==> src/counter_pkg.sv <==
// shared definitions for the tag counter
//  stream field widths and the ignored-lane sentinel
//  wishbone widths and register word map
//  default window length
//  control FSM state encoding
`default_nettype none

package counter_pkg;

    //////////////////////////////
    // tag stream
    localparam int CHAN_W = 6;                         // 64 detector channels
    localparam int LANE_W = 6;                         // lane index width
    localparam logic [LANE_W-1:0] LANE_NONE = '1;      // channel not counted

    //////////////////////////////
    // wishbone and register map
    localparam int WB_ADR_W = 8;                       // word addresses
    localparam int WB_DAT_W = 32;

    localparam logic [WB_ADR_W-1:0] ADDR_CTRL       = 8'h00; // b0 start, b1 stop
    localparam logic [WB_ADR_W-1:0] ADDR_STATUS     = 8'h01; // b0 running, b1 snapshot held
    localparam logic [WB_ADR_W-1:0] ADDR_WINDOW     = 8'h02; // window length in cycles
    localparam logic [WB_ADR_W-1:0] ADDR_COUNT_BASE = 8'h10; // + lane
    localparam logic [WB_ADR_W-1:0] ADDR_LUT_BASE   = 8'h40; // + channel

    localparam logic [WB_DAT_W-1:0] DEFAULT_WINDOW = 32'd1000;

    // control FSM
    typedef enum logic [1:0] {
        IDLE     = 2'd0,
        COUNT    = 2'd1,
        STOPPING = 2'd2                                // finish current window then idle
    } ctrl_state_t;

endpackage

`default_nettype wire

==> src/counter_cfg_if.sv <==
// configuration and control bundle
//  window length, start and stop pulses, lookup-table write port
//  running flag back from the control FSM
//  modports for register block, FSM, channel map and timer
`timescale 1ns/1ps
`default_nettype none

interface counter_cfg_if;

    logic [counter_pkg::WB_DAT_W-1:0] window_len;   // cycles per window
    logic                             start_req;    // single-cycle pulse
    logic                             stop_req;     // single-cycle pulse
    logic                             lut_we;       // table write strobe
    logic [counter_pkg::CHAN_W-1:0]   lut_addr;     // channel being written
    logic [counter_pkg::LANE_W-1:0]   lut_lane;     // lane for that channel
    logic                             running;      // FSM out of idle

    // register block drives everything except running
    modport regs (
        output window_len, start_req, stop_req, lut_we, lut_addr, lut_lane,
        input  running
    );

    modport ctrl (input start_req, stop_req, output running);

    modport map (input lut_we, lut_addr, lut_lane);

    modport timer (input window_len);

endinterface

`default_nettype wire

==> src/channel_map.sv <==
// channel to lane lookup
//  64-entry table written through the config interface
//  registered lookup stage producing lane hits
//  ignored and out-of-range entries give no hit
`timescale 1ns/1ps
`default_nettype none

module channel_map #(
    parameter int NUM_LANES = 4
) (
    input  wire                            detector,
    input  wire                            arst_n_i,
    input  wire                            tag_valid_i,
    input  wire  [counter_pkg::CHAN_W-1:0] tag_channel_i,
    counter_cfg_if.map                     cfg,
    output logic                           hit_valid_o,
    output logic [counter_pkg::LANE_W-1:0] hit_lane_o
);

    localparam int DEPTH  = 2 ** counter_pkg::CHAN_W;
    localparam int LIMIT_W = counter_pkg::LANE_W + 1;  // room for NUM_LANES itself
    localparam logic [LIMIT_W-1:0] LANE_LIMIT = LIMIT_W'(NUM_LANES);

    logic [counter_pkg::LANE_W-1:0] lut [DEPTH];
    logic [counter_pkg::LANE_W-1:0] entry;
    logic                           entry_ok;

    assign entry    = lut[tag_channel_i];              // read for the current tag
    assign entry_ok = (entry != counter_pkg::LANE_NONE) &&
                      ({1'b0, entry} < LANE_LIMIT);    // lane must exist

    // table starts with every channel ignored
    always_ff @(posedge detector or negedge arst_n_i) begin
        if (!arst_n_i) begin
            for (int i = 0; i < DEPTH; i++) begin
                lut[i] <= counter_pkg::LANE_NONE;
            end
        end else if (cfg.lut_we) begin
            lut[cfg.lut_addr] <= cfg.lut_lane;
        end
    end

    //////////////////////////////
    // lookup stage, tag at t shows as hit at t+1
    always_ff @(posedge detector or negedge arst_n_i) begin
        if (!arst_n_i) begin
            hit_valid_o <= 1'b0;
        end else begin
            hit_valid_o <= tag_valid_i && entry_ok;
        end
    end

    always_ff @(posedge detector) begin
        hit_lane_o <= entry;                           // only meaningful with hit_valid_o
    end

endmodule

`default_nettype wire

==> src/window_timer.sv <==
// window length timer
//  down-counter loaded from the window register
//  reloads on expiry so windows run back to back
//  window_end marks the last cycle of each window
`timescale 1ns/1ps
`default_nettype none

module window_timer (
    input  wire           detector,
    input  wire           arst_n_i,
    input  wire           load_i,
    input  wire           run_i,
    counter_cfg_if.timer  cfg,
    output logic          window_end_o
);

    logic [counter_pkg::WB_DAT_W-1:0] remain;          // cycles left in window minus one

    // last cycle of the window
    assign window_end_o = run_i && (remain == '0);

    always_ff @(posedge detector or negedge arst_n_i) begin
        if (!arst_n_i) begin
            remain <= '0;
        end else if (load_i || window_end_o) begin
            remain <= cfg.window_len - 1'b1;           // first end comes window_len cycles on
        end else if (run_i) begin
            remain <= remain - 1'b1;
        end
    end

    // a window is at least two cycles long
    a_end_single: assert property (
        @(posedge detector) disable iff (!arst_n_i)
        window_end_o |=> !window_end_o
    ) else $error("window_end held high for two cycles");

endmodule

`default_nettype wire

==> src/counter_ctrl.sv <==
// counting control FSM
//  idle, counting and stopping states
//  start loads the timer and clears the lanes
//  stop lets the current window finish before idling
`timescale 1ns/1ps
`default_nettype none

module counter_ctrl (
    input  wire           detector,
    input  wire           arst_n_i,
    counter_cfg_if.ctrl   cfg,
    input  wire           window_end_i,
    output logic          timer_load_o,
    output logic          timer_run_o,
    output logic          count_en_o,
    output logic          clear_o
);

    counter_pkg::ctrl_state_t state_q;
    counter_pkg::ctrl_state_t state_d;
    logic                     active;

    always_comb begin
        state_d = state_q;
        case (state_q)
            counter_pkg::IDLE: begin
                if (cfg.start_req) begin
                    state_d = counter_pkg::COUNT;
                end
            end
            counter_pkg::COUNT: begin
                if (cfg.stop_req) begin               // window ending now needs no extra one
                    state_d = window_end_i ? counter_pkg::IDLE : counter_pkg::STOPPING;
                end
            end
            counter_pkg::STOPPING: begin
                if (window_end_i) begin
                    state_d = counter_pkg::IDLE;      // last snapshot taken this cycle
                end
            end
            default: state_d = counter_pkg::IDLE;
        endcase
    end

    always_ff @(posedge detector or negedge arst_n_i) begin
        if (!arst_n_i) begin
            state_q <= counter_pkg::IDLE;
        end else begin
            state_q <= state_d;
        end
    end

    assign active       = (state_q != counter_pkg::IDLE);
    assign timer_load_o = (state_q == counter_pkg::IDLE) && cfg.start_req;
    assign clear_o      = (state_q == counter_pkg::IDLE) && cfg.start_req; // fresh counts
    assign timer_run_o  = active;
    assign count_en_o   = active;
    assign cfg.running  = active;

    // a lane clear comes with a timer load and never lands on a window end
    // since the clear would drop that window's snapshot
    a_clear_load: assert property (
        @(posedge detector) disable iff (!arst_n_i)
        clear_o |-> (timer_load_o && !window_end_i)
    ) else $error("lane clear without timer load or on a window end");

endmodule

`default_nettype wire

==> src/lane_counters.sv <==
// per-lane hit accumulators
//  saturating counters, one per lane
//  snapshot on window end with same-cycle hit included
//  snapshot valid pulse one cycle after window end
`timescale 1ns/1ps
`default_nettype none

module lane_counters #(
    parameter int NUM_LANES = 4,
    parameter int COUNT_W   = 32
) (
    input  wire                            detector,
    input  wire                            arst_n_i,
    input  wire                            hit_valid_i,
    input  wire  [counter_pkg::LANE_W-1:0] hit_lane_i,
    input  wire                            count_en_i,
    input  wire                            clear_i,
    input  wire                            window_end_i,
    output logic [COUNT_W-1:0]             snap_o [NUM_LANES],
    output logic                           snap_valid_o
);

    logic [COUNT_W-1:0] acc [NUM_LANES];               // running window counts

    for (genvar l = 0; l < NUM_LANES; l++) begin : g_lane
        localparam logic [counter_pkg::LANE_W-1:0] LANE_ID = l;

        logic               inc;
        logic [COUNT_W-1:0] acc_next;

        assign inc      = count_en_i && hit_valid_i && (hit_lane_i == LANE_ID);
        assign acc_next = (inc && (acc[l] != '1)) ? acc[l] + 1'b1 : acc[l]; // hold at max

        always_ff @(posedge detector or negedge arst_n_i) begin
            if (!arst_n_i) begin
                acc[l]    <= '0;
                snap_o[l] <= '0;
            end else if (clear_i) begin
                acc[l]    <= '0;                       // start of a run
            end else if (window_end_i) begin
                snap_o[l] <= acc_next;                 // includes hit on the boundary
                acc[l]    <= '0;                       // next window starts empty
            end else begin
                acc[l]    <= acc_next;
            end
        end
    end

    //////////////////////////////
    // valid pulse lines up with the new snapshot
    always_ff @(posedge detector or negedge arst_n_i) begin
        if (!arst_n_i) begin
            snap_valid_o <= 1'b0;
        end else begin
            snap_valid_o <= window_end_i;
        end
    end

    // channel map filters out lanes that do not exist
    a_lane_range: assert property (
        @(posedge detector) disable iff (!arst_n_i)
        hit_valid_i |-> (int'(hit_lane_i) < NUM_LANES)
    ) else $error("hit on lane %0d beyond NUM_LANES", hit_lane_i);

endmodule

`default_nettype wire

==> src/counter_wb_regs.sv <==
// wishbone classic register block
//  window length register and start/stop pulses
//  lookup-table writes with a readback copy
//  status and snapshot count reads
`timescale 1ns/1ps
`default_nettype none

module counter_wb_regs #(
    parameter int NUM_LANES = 4,
    parameter int COUNT_W   = 32
) (
    input  wire                              detector,
    input  wire                              arst_n_i,
    input  wire                              wb_cyc_i,
    input  wire                              wb_stb_i,
    input  wire                              wb_we_i,
    input  wire  [counter_pkg::WB_ADR_W-1:0] wb_adr_i,
    input  wire  [counter_pkg::WB_DAT_W-1:0] wb_dat_i,
    output logic [counter_pkg::WB_DAT_W-1:0] wb_dat_o,
    output logic                             wb_ack_o,
    counter_cfg_if.regs                      cfg,
    input  wire  [COUNT_W-1:0]               snap_i [NUM_LANES]
);

    localparam int LUT_N = 2 ** counter_pkg::CHAN_W;
    localparam int ADR_W = counter_pkg::WB_ADR_W;
    localparam int DAT_W = counter_pkg::WB_DAT_W;
    localparam int IDX_W = (NUM_LANES > 1) ? $clog2(NUM_LANES) : 1;
    localparam logic [ADR_W-1:0] LANES_A = ADR_W'(NUM_LANES);

    logic [DAT_W-1:0]                 window_q;
    logic [counter_pkg::LANE_W-1:0]   lut_copy [LUT_N];   // mirror of channel_map table
    logic [ADR_W-1:0]                 cnt_idx;
    logic                             is_lut;
    logic                             is_count;
    logic                             wr_fire;
    logic                             running_q;
    logic                             snap_seen_q;

    //////////////////////////////
    // bus handshake
    always_ff @(posedge detector or negedge arst_n_i) begin
        if (!arst_n_i) begin
            wb_ack_o <= 1'b0;
        end else begin
            wb_ack_o <= wb_cyc_i && wb_stb_i && !wb_ack_o; // one cycle per request
        end
    end

    assign wr_fire  = wb_ack_o && wb_we_i;             // writes land on the ack cycle
    assign cnt_idx  = wb_adr_i - counter_pkg::ADDR_COUNT_BASE;
    assign is_count = (wb_adr_i >= counter_pkg::ADDR_COUNT_BASE) && (cnt_idx < LANES_A);
    assign is_lut   = (wb_adr_i[ADR_W-1:counter_pkg::CHAN_W] ==
                       counter_pkg::ADDR_LUT_BASE[ADR_W-1:counter_pkg::CHAN_W]);

    // config outputs
    assign cfg.window_len = window_q;
    assign cfg.start_req  = wr_fire && (wb_adr_i == counter_pkg::ADDR_CTRL) && wb_dat_i[0];
    assign cfg.stop_req   = wr_fire && (wb_adr_i == counter_pkg::ADDR_CTRL) && wb_dat_i[1];
    assign cfg.lut_we     = wr_fire && is_lut;
    assign cfg.lut_addr   = wb_adr_i[counter_pkg::CHAN_W-1:0];
    assign cfg.lut_lane   = wb_dat_i[counter_pkg::LANE_W-1:0];

    always_ff @(posedge detector or negedge arst_n_i) begin
        if (!arst_n_i) begin
            window_q    <= counter_pkg::DEFAULT_WINDOW;
            running_q   <= 1'b0;
            snap_seen_q <= 1'b0;
            for (int i = 0; i < LUT_N; i++) begin
                lut_copy[i] <= counter_pkg::LANE_NONE;
            end
        end else begin
            if (wr_fire && (wb_adr_i == counter_pkg::ADDR_WINDOW)) begin
                window_q <= wb_dat_i;
            end
            if (cfg.lut_we) begin
                lut_copy[cfg.lut_addr] <= cfg.lut_lane;
            end
            running_q <= cfg.running;
            // a finished run always leaves its last window in the snapshot
            if (running_q && !cfg.running) begin
                snap_seen_q <= 1'b1;
            end
        end
    end

    //////////////////////////////
    // read mux, valid while ack is high
    always_comb begin
        wb_dat_o = '0;
        if (is_lut) begin
            wb_dat_o[counter_pkg::LANE_W-1:0] = lut_copy[wb_adr_i[counter_pkg::CHAN_W-1:0]];
        end else if (is_count) begin
            wb_dat_o = DAT_W'(snap_i[cnt_idx[IDX_W-1:0]]);
        end else if (wb_adr_i == counter_pkg::ADDR_STATUS) begin
            wb_dat_o[1:0] = {snap_seen_q, cfg.running};
        end else if (wb_adr_i == counter_pkg::ADDR_WINDOW) begin
            wb_dat_o = window_q;
        end
    end

    // master holds its request until ack
    a_ack_req: assert property (
        @(posedge detector) disable iff (!arst_n_i)
        wb_ack_o |-> (wb_cyc_i && wb_stb_i && $past(wb_cyc_i && wb_stb_i))
    ) else $error("ack without a held cyc and stb");

endmodule

`default_nettype wire

==> src/tag_counter_top.sv <==
// windowed tag counter top level
//  config interface, channel map, window timer
//  control FSM, lane counters, wishbone registers
//  flattened count output bus
`timescale 1ns/1ps
`default_nettype none

module tag_counter_top #(
    parameter int NUM_LANES = 4,
    parameter int COUNT_W   = 32
) (
    input  wire                              detector,
    input  wire                              arst_n_i,
    input  wire                              tag_valid_i,
    input  wire  [counter_pkg::CHAN_W-1:0]   tag_channel_i,
    input  wire                              wb_cyc_i,
    input  wire                              wb_stb_i,
    input  wire                              wb_we_i,
    input  wire  [counter_pkg::WB_ADR_W-1:0] wb_adr_i,
    input  wire  [counter_pkg::WB_DAT_W-1:0] wb_dat_i,
    output logic [counter_pkg::WB_DAT_W-1:0] wb_dat_o,
    output logic                             wb_ack_o,
    output logic [NUM_LANES*COUNT_W-1:0]     count_data_o,
    output logic                             count_valid_o
);

    counter_cfg_if cfg ();

    logic                           hit_valid;
    logic [counter_pkg::LANE_W-1:0] hit_lane;
    logic                           timer_load;
    logic                           timer_run;
    logic                           window_end;
    logic                           count_en;
    logic                           clear;
    logic [COUNT_W-1:0]             snap [NUM_LANES];

    channel_map #(.NUM_LANES(NUM_LANES)) u_map (
        .detector, .arst_n_i, .tag_valid_i, .tag_channel_i, .cfg(cfg.map),
        .hit_valid_o(hit_valid), .hit_lane_o(hit_lane)
    );

    window_timer u_timer (
        .detector, .arst_n_i, .load_i(timer_load), .run_i(timer_run),
        .cfg(cfg.timer), .window_end_o(window_end)
    );

    counter_ctrl u_ctrl (
        .detector, .arst_n_i, .cfg(cfg.ctrl), .window_end_i(window_end),
        .timer_load_o(timer_load), .timer_run_o(timer_run),
        .count_en_o(count_en), .clear_o(clear)
    );

    lane_counters #(.NUM_LANES(NUM_LANES), .COUNT_W(COUNT_W)) u_lanes (
        .detector, .arst_n_i, .hit_valid_i(hit_valid), .hit_lane_i(hit_lane),
        .count_en_i(count_en), .clear_i(clear), .window_end_i(window_end),
        .snap_o(snap), .snap_valid_o(count_valid_o)
    );

    counter_wb_regs #(.NUM_LANES(NUM_LANES), .COUNT_W(COUNT_W)) u_regs (
        .detector, .arst_n_i, .wb_cyc_i, .wb_stb_i, .wb_we_i, .wb_adr_i, .wb_dat_i,
        .wb_dat_o, .wb_ack_o, .cfg(cfg.regs), .snap_i(snap)
    );

    // lane 0 in the low bits
    for (genvar l = 0; l < NUM_LANES; l++) begin : g_flat
        assign count_data_o[l*COUNT_W +: COUNT_W] = snap[l];
    end

endmodule

`default_nettype wire

==> config.mk <==
export PLATFORM = sky130hd
export DESIGN_NAME = tag_counter_top
export DESIGN_NICKNAME = d
export VERILOG_FILES = /design/src/counter_pkg.sv /design/src/counter_cfg_if.sv /design/src/channel_map.sv /design/src/window_timer.sv /design/src/counter_ctrl.sv /design/src/lane_counters.sv /design/src/counter_wb_regs.sv /design/src/tag_counter_top.sv
export SDC_FILE = /design/constraint.sdc
export NUM_CORES = 1
export LEC_CHECK = 0
export BUFFER_PORTS_ARGS = -buffer_cell sky130_fd_sc_hd__buf_2
export CORE_MARGIN = 3
export CORE_UTILIZATION = 39
export CTS_BUF_LIST = sky130_fd_sc_hd__clkbuf_16
export DETAILED_ROUTE_END_ITERATION = 12
export MAX_ROUTING_LAYER = met4
export SLEW_MARGIN = 5
export SYNTH_ARGS = -nofsm -noshare
export SYNTH_HDL_FRONTEND = slang
export SYNTH_SLANG_ARGS = --single-unit
==> constraint.sdc <==
create_clock -name detector -period 4 [get_ports detector]
set_clock_uncertainty 0.15 [all_clocks]
set_input_delay 0.8 -clock detector [delete_from_list [all_inputs] [get_ports detector]]
set_output_delay 0.8 -clock detector [all_outputs]
set_load 0.005 [all_outputs]
* Yosys cells after proc, flatten, opt, wreduce, memory -nomap -nowiden
Cells that the tools add are included.
Storage, ports and cells: input bits 52, output and inout port bits 162, word-level logic and storage cells 252, flip-flop bits (word level) 1101
Cells by class: equal/unequal tests 16, reductions and logical operators 35, $add $sub $neg 7, multiplexer cells 38, $lt $le $gt $ge 7, bitwise logic cells 4
Operator list (number):
- $bwmux W384 | 2
- $mux W32 | 18
- $add A32 B1 Y32 const B | 4
- $ne A32 B32 Y1 const B | 4
- $bmux W6 S6 | 2
- $bmux W32 S2 | 1
- $sub A32 B1 Y32 const B | 2
- $demux W6 S6 | 1
- $mux W6 | 6
- $logic_not A32 Y1 | 1
- $mux W30 | 1
- $mux W26 | 1
- $logic_and A1 B1 Y1 | 24
- $ge A7 B7 Y1 const B | 2
- $not A6 Y7 | 2
- $eq A6 B2 Y1 const B | 2
- $mux W2 | 5
- $eq A8 B1 Y1 const B | 1
- $eq A8 B2 Y1 const B | 1
- $ge A8 B5 Y1 const B | 1
- $logic_not A8 Y1 | 1
- $lt A8 B3 Y1 const B | 1
- $sub A8 B5 Y8 const B | 1
- $lt A7 B1 Y1 const B | 1
- 18 further kinds | 22

* Depth between registers and ports, before layout
depth after elaboration 7, gate-level depth with buffers 17, depth with buffers taken out 12

* Cells and area by module
From an unflattened synthesis, not the netlist that was laid out.
Unflattened totals: cells, all modules 4104, area, all modules 53975.5 um^2
By module, submodules not included:
- counter_wb_regs | seq. area each 10973.0 um^2, cells an instance 1323, area each 20662.3 um^2, instances 1
- channel_map | seq. area each 10234.8 um^2, cells an instance 1185, area each 18471.5 um^2, instances 1
- lane_counters | seq. area each 6431.2 um^2, cells an instance 1255, area each 11987.7 um^2, instances 1
- window_timer | seq. area each 800.8 um^2, cells an instance 327, area each 2726.4 um^2, instances 1
- counter_ctrl | seq. area each 50.0 um^2, cells an instance 14, area each 127.6 um^2, instances 1

* Worst setup path after synthesis
OpenSTA, ideal clock, no wires.
path kind input port to flip-flop, start point in wb_adr_i[0] (netlist bit), end point reg u_timer.remain[24] (netlist bit), slack -0.952 ns, stages on the path 17, arrival time 4.731 ns, library setup time 0.072 ns, required time 3.778 ns, buffers on the path 5, path through clkbuf_1 > or3_1 > or4_4 > buf_6 > o31ai_2 > buf_2 > buf_2 > buf_2 > mux2i_1 > ha_1 > nor3b_1 > nand2_1 > nor3_1 > mux2i_2 > nor2_1 > mux2_2 > nor2_1
Between the ends: longest elaborated chain between the ends 6, elaborated cells between the ends (all ways) 7, those cells by class mux: 1; reduce/logical: 6
RTL lines:
- start: declaration | RTL line tag_counter_top.sv:19 | input wire [counter_pkg::WB_ADR_W-1:0] wb_adr_i,
- $logic_not A8 Y1 (*) | RTL line counter_wb_regs.sv:58 | assign cfg.start_req = wr_fire && (wb_adr_i == counter_pkg::ADDR_CTRL) && wb_dat_i[0];
- $logic_and A1 B1 Y1 (*) (2 in series) | RTL line counter_wb_regs.sv:58
- $logic_and A1 B1 Y1 (*) | RTL line counter_ctrl.sv:54 | assign timer_load_o = (state_q == counter_pkg::IDLE) && cfg.start_req;
- $logic_or A1 B1 Y1 (*) | RTL line window_timer.sv:25 | end else if (load_i || window_end_o) begin
- $mux W32 or $reduce_bool A2 Y1 (tied branches)
- end signal: assignment | RTL line window_timer.sv:26 | remain <= cfg.window_len - 1'b1;
- end signal: assignment | RTL line window_timer.sv:28 | remain <= remain - 1'b1;
- end: declaration | RTL line window_timer.sv:17 | logic [counter_pkg::WB_DAT_W-1:0] remain;
Mark *: on every way between the ends. The rest lies on a longest branch, timed or not. A chain may end at the register's enable or synchronous reset.

* Worst setup path in the final report
start point in wb_adr_i[0] (netlist bit), end point out wb_dat_o[1] (netlist bit)
Between the ends: longest elaborated chain between the ends 7, elaborated cells between the ends (all ways) 18, those cells by class add/sub: 1; order compare: 2; eq/ne: 2; mux: 10; bitwise: 2; reduce/logical: 1
RTL lines:
- parallel branches: the longest is 6 deep, another holds $sub A8 B5 Y8
- $mux W6 (*) | RTL line counter_wb_regs.sv:91 | if (is_lut) begin
- end: declaration | RTL line tag_counter_top.sv:21 | output logic [counter_pkg::WB_DAT_W-1:0] wb_dat_o,
Mark *: on every way between the ends. The select of a mux whose other input is x is not followed.

==> metrics.txt <==
number of core rows 113; area growth from synthesis to layout 18.08%; placer's final routability congestion estimate roughly 0.9; initial antenna violation count 3; Hold Vio Cnt, Final 0; IR Drop Worst-Case VDD slightly above 0.0003 V; Nets between 3,000 and 4,000; asr flop ratio synth between 90% and 100%; post-route clock period utilization 104.0%; total met3 wirelength after detailed routing 7820 um; maximum number of pins on one net before global-route repair approximately 90; Cell variety after synth a little over 80; Iter 0 DRT Violations 2,580; endpoint type of the worst setup path primary output; relative slew slack around a third; Worst Path Required about 3.1 ns; part of the total power dissipated in sequential elements between 40% and 50%; post-synthesis cell area between 0.03 and 0.04 mm2; Die Width around 320 um; via total after detailed routing approximately 27,000; post-route setup slack -0.1597 ns; share of cells above drive strength 1 50.25%; internal power summed over all cells between 10 and 15 mW; crit path launch type input pin; first-pass GRT wire length 174,200 um; clock network latency to the later pin of the worst-skew pair roughly 0.66 ns; number of enable flip-flop cells after synthesis 0; Final Max Tran Viols 0; Final Setup Violations 6; number of sinks on the clock net about 720; sequential fraction of the synthesis area ~49%; type of the worst setup path input pin to primary output; number of ports placed on the die boundary 214; unrepaired setup endpoints after global routing yes; power share of the combinational group between 5 and 6%; syn_area_per_cell approximately 13 um2; upper clock frequency limit ~0.24 GHz; total cell area at the placement stage about 0.041 mm2; leading cell types in the layout, fill and taps excluded mux2_2, dfstp_2, dfrtp_1; Buffers & Inverters on Critical Path 4; power density relative to cell area ~360 mW/mm2; total routed wire length on the met1 layer between 40,000 and 50,000 um; run status finished with violations; routed wl met2 approximately 55,000 um; Sw Share 24.07%; master cell of the clock root buffer clkbuf_16; Post-Syn Instances 2,981; Detail Placement HPWL 82,090 um; most common cell after layout, fill and taps aside mux2_2; Syn Nets between 3,000 and 4,000; data arrival time of the critical path roughly 3.2 ns; routed wirelength normalized by instance count approximately 25 um; clock slew seen by the registers of the worst setup and hold paths approximately 0.060 ns; Global Route Usage Sum 23.02%; via count of the first global-routing pass 26,650; DIE AREA roughly 0.1 mm2; buffers from clock root to sink, at most 3; worst-path cell with the longest stage delay mux4_2; placed cell count 4,443; Switch Pwr a little under 4 mW; CP top delay family multiplexers; DRT Wirelength around 110,000 um; number of input and output port buffers inserted around 210; Non-Filler Cell Area, Final around 0.045 mm2; number of H-tree branching levels 3; number of vias per cell after detailed routing roughly 5.8; Synth Register Bits 717; core area 0.09558 mm2; Critical Path Max Stage Delay 0.51 ns; overall die height about 320 um; Initial Utilization 39.58%; remaining global-route overflow 0; transition time of the tightest slew-check pin approximately 1.0 ns; internal reg-to-reg setup slack 0.09 ns; total CTS buffers 81; max-capacitance violation count 0; clock group share of total power between 40% and 50%; post-layout total power roughly 16 mW; DRT antenna net count 0; final period demand of the worst path 4.160 ns; Max Used Layer met4; Syn. warnings 0; Remaining DRCs 0; number of non-filler instances in the completed layout ~4,600; critical path fanouts, max 7; failing checks setup timing; most frequently used flop master after synthesis dfstp_2; min-delay worst type input pin to flop; worst path cell trace buf_16, buf_16, buf_4, mux4_2, mux4_2, mux2i_2, o22ai_1, a211o_1, buf_2; clock tree from TritonCTS yes; LEAKAGE 18.76 nW; drt pass-1 iters 8
## cell usage after synthesis, drive strengths merged, types with 26 or more instances
cell type | number | area (um2)
dfrtp | 321 | 8033
xor2 | 48 | 420.4
nor2 | 278 | 1044
clkbuf | 150 | 563.0
nand3 | 65 | 325.3
a22o | 26 | 227.7
mux2 | 424 | 4775
nor4 | 32 | 212.7
buf | 55 | 261.5
dfstp | 390 | 10250
mux2i | 33 | 334.1
o21ai | 151 | 755.7
mux4 | 274 | 6171
a21oi | 43 | 215.2
nand4 | 42 | 262.8
xnor2 | 80 | 700.7
nand2 | 248 | 930.9
nor3 | 67 | 351.6
## final cells by class
cell class	instances	area, um2
fill	8639	50910
tap	1265	1583
clock inverter	69	658.1
antenna	1	2.502
sequential	717	18400
timing repair buffer	428	3191
inverter	21	78.83
clock buffer	82	2052
multi-input combinational	2038	18700
## per-layer routing
metal | vias to the layer above | GRT usage [%]
met5 | - | -
met4 | 0 | 5.925
met3 | 181 | 4.134
met2 | 989 | 36.25
met1 | 13930 | 30.97
li1 | 11760 | -
## through the flow
stage | utilization [%] | hold WS (ns) | worst slack, ns | setup TNS (ns)
global route | 46.74 | 0.2160 | -0.2101 | -1.096
global placement | 43.39 | 0.2791 | -0.3084 | -3.182
finish | 46.74 | 0.2279 | -0.1597 | -0.7042
floorplan | - | 0.2754 | -0.4376 | -2.769
detailed placement | 43.39 | 0.2834 | -0.3214 | -3.831
CTS | 46.46 | 0.005042 | -0.1332 | -0.6751
## cell families (layout without fill, tap and decap cells)
group                    count (synthesis)  after routing  synth area share, %
other                                    0              1                    0
flip-flops                             717            717                48.64
AND/OR/NAND/NOR                        858            858                10.70
adder cells (fa/ha/maj)                  5              5               0.1654
buffers and inverters                  226            600                2.388
multiplexers                           731            731                29.82
AO/OA/AOI/OAI                          316            316                5.325
XOR/XNOR                               128            128                2.964
## power by group through the flow
stage,clock network [mW],logic [mW],registers [mW]
floorplan,0,0.492,7.57
global placement,0,0.910,7.59
detailed placement,0,0.918,7.60
CTS,7.72,0.947,7.48
global route,8.02,1.03,7.49
finish,7.56,0.947,7.48
## final timing paths
check / start / depth (start not counted) / to
worst max-delay path: wb_adr_i[0] / 9 / wb_dat_o[1]
worst min-delay path: wb_dat_i[18] / 2 / u_regs.cfg.window_len[18]
worst max register to register: u_timer.remain[16] / 13 / u_timer.remain[26]
worst min register to register: u_regs.running_q / 1 / u_regs.snap_seen_q
max in group asynchronous: arst_n_i / 3 / u_map.lut[151]
min in group asynchronous: arst_n_i / 2 / u_lanes.snap_o[57]
## flip-flops by register name, indices dropped and copies added, names as in the netlist
| register | cells |
|---|---|
| u_regs.cfg.window_len | 32 |
| u_timer.remain | 32 |
| u_lanes.snap_valid_o | 1 |
| u_map.hit_lane_o | 6 |
| u_regs.wb_ack_o | 1 |
| u_regs.snap_seen_q | 1 |
| u_map.lut | 372 |
| u_regs.lut_copy | 12 |
| u_regs.running_q | 1 |
| u_map.hit_valid_o | 1 |
| u_lanes.snap_o | 128 |
| u_lanes.acc | 128 |
| u_ctrl.state_q | 2 |
## worst register-to-register path, cell delays in order, from the launching register on
cell	delay, ns
dfrtp_1	0.40
or3_4	0.40
or3_4	0.42
o31ai_4	0.37
mux2i_2	0.29
ha_2	0.22
nor3b_4	0.19
nand2_2	0.14
nor4_4	0.25
a222oi_1	0.20
buf_4	0.19
a211oi_2	0.24
mux2i_1	0.24
o211a_1	0.15
## timing repair
item / CTS / global route
setup endpoints to repair: 7 / 18
buffers inserted: 5 / 16
hold buffers: 0 / 1
pin swaps: 0 / 9
gates resized for setup: 13 / 14
gates cloned: 3 / 3
hold endpoints to repair: 0 / 1
Power figures use the tool's default switching activity.
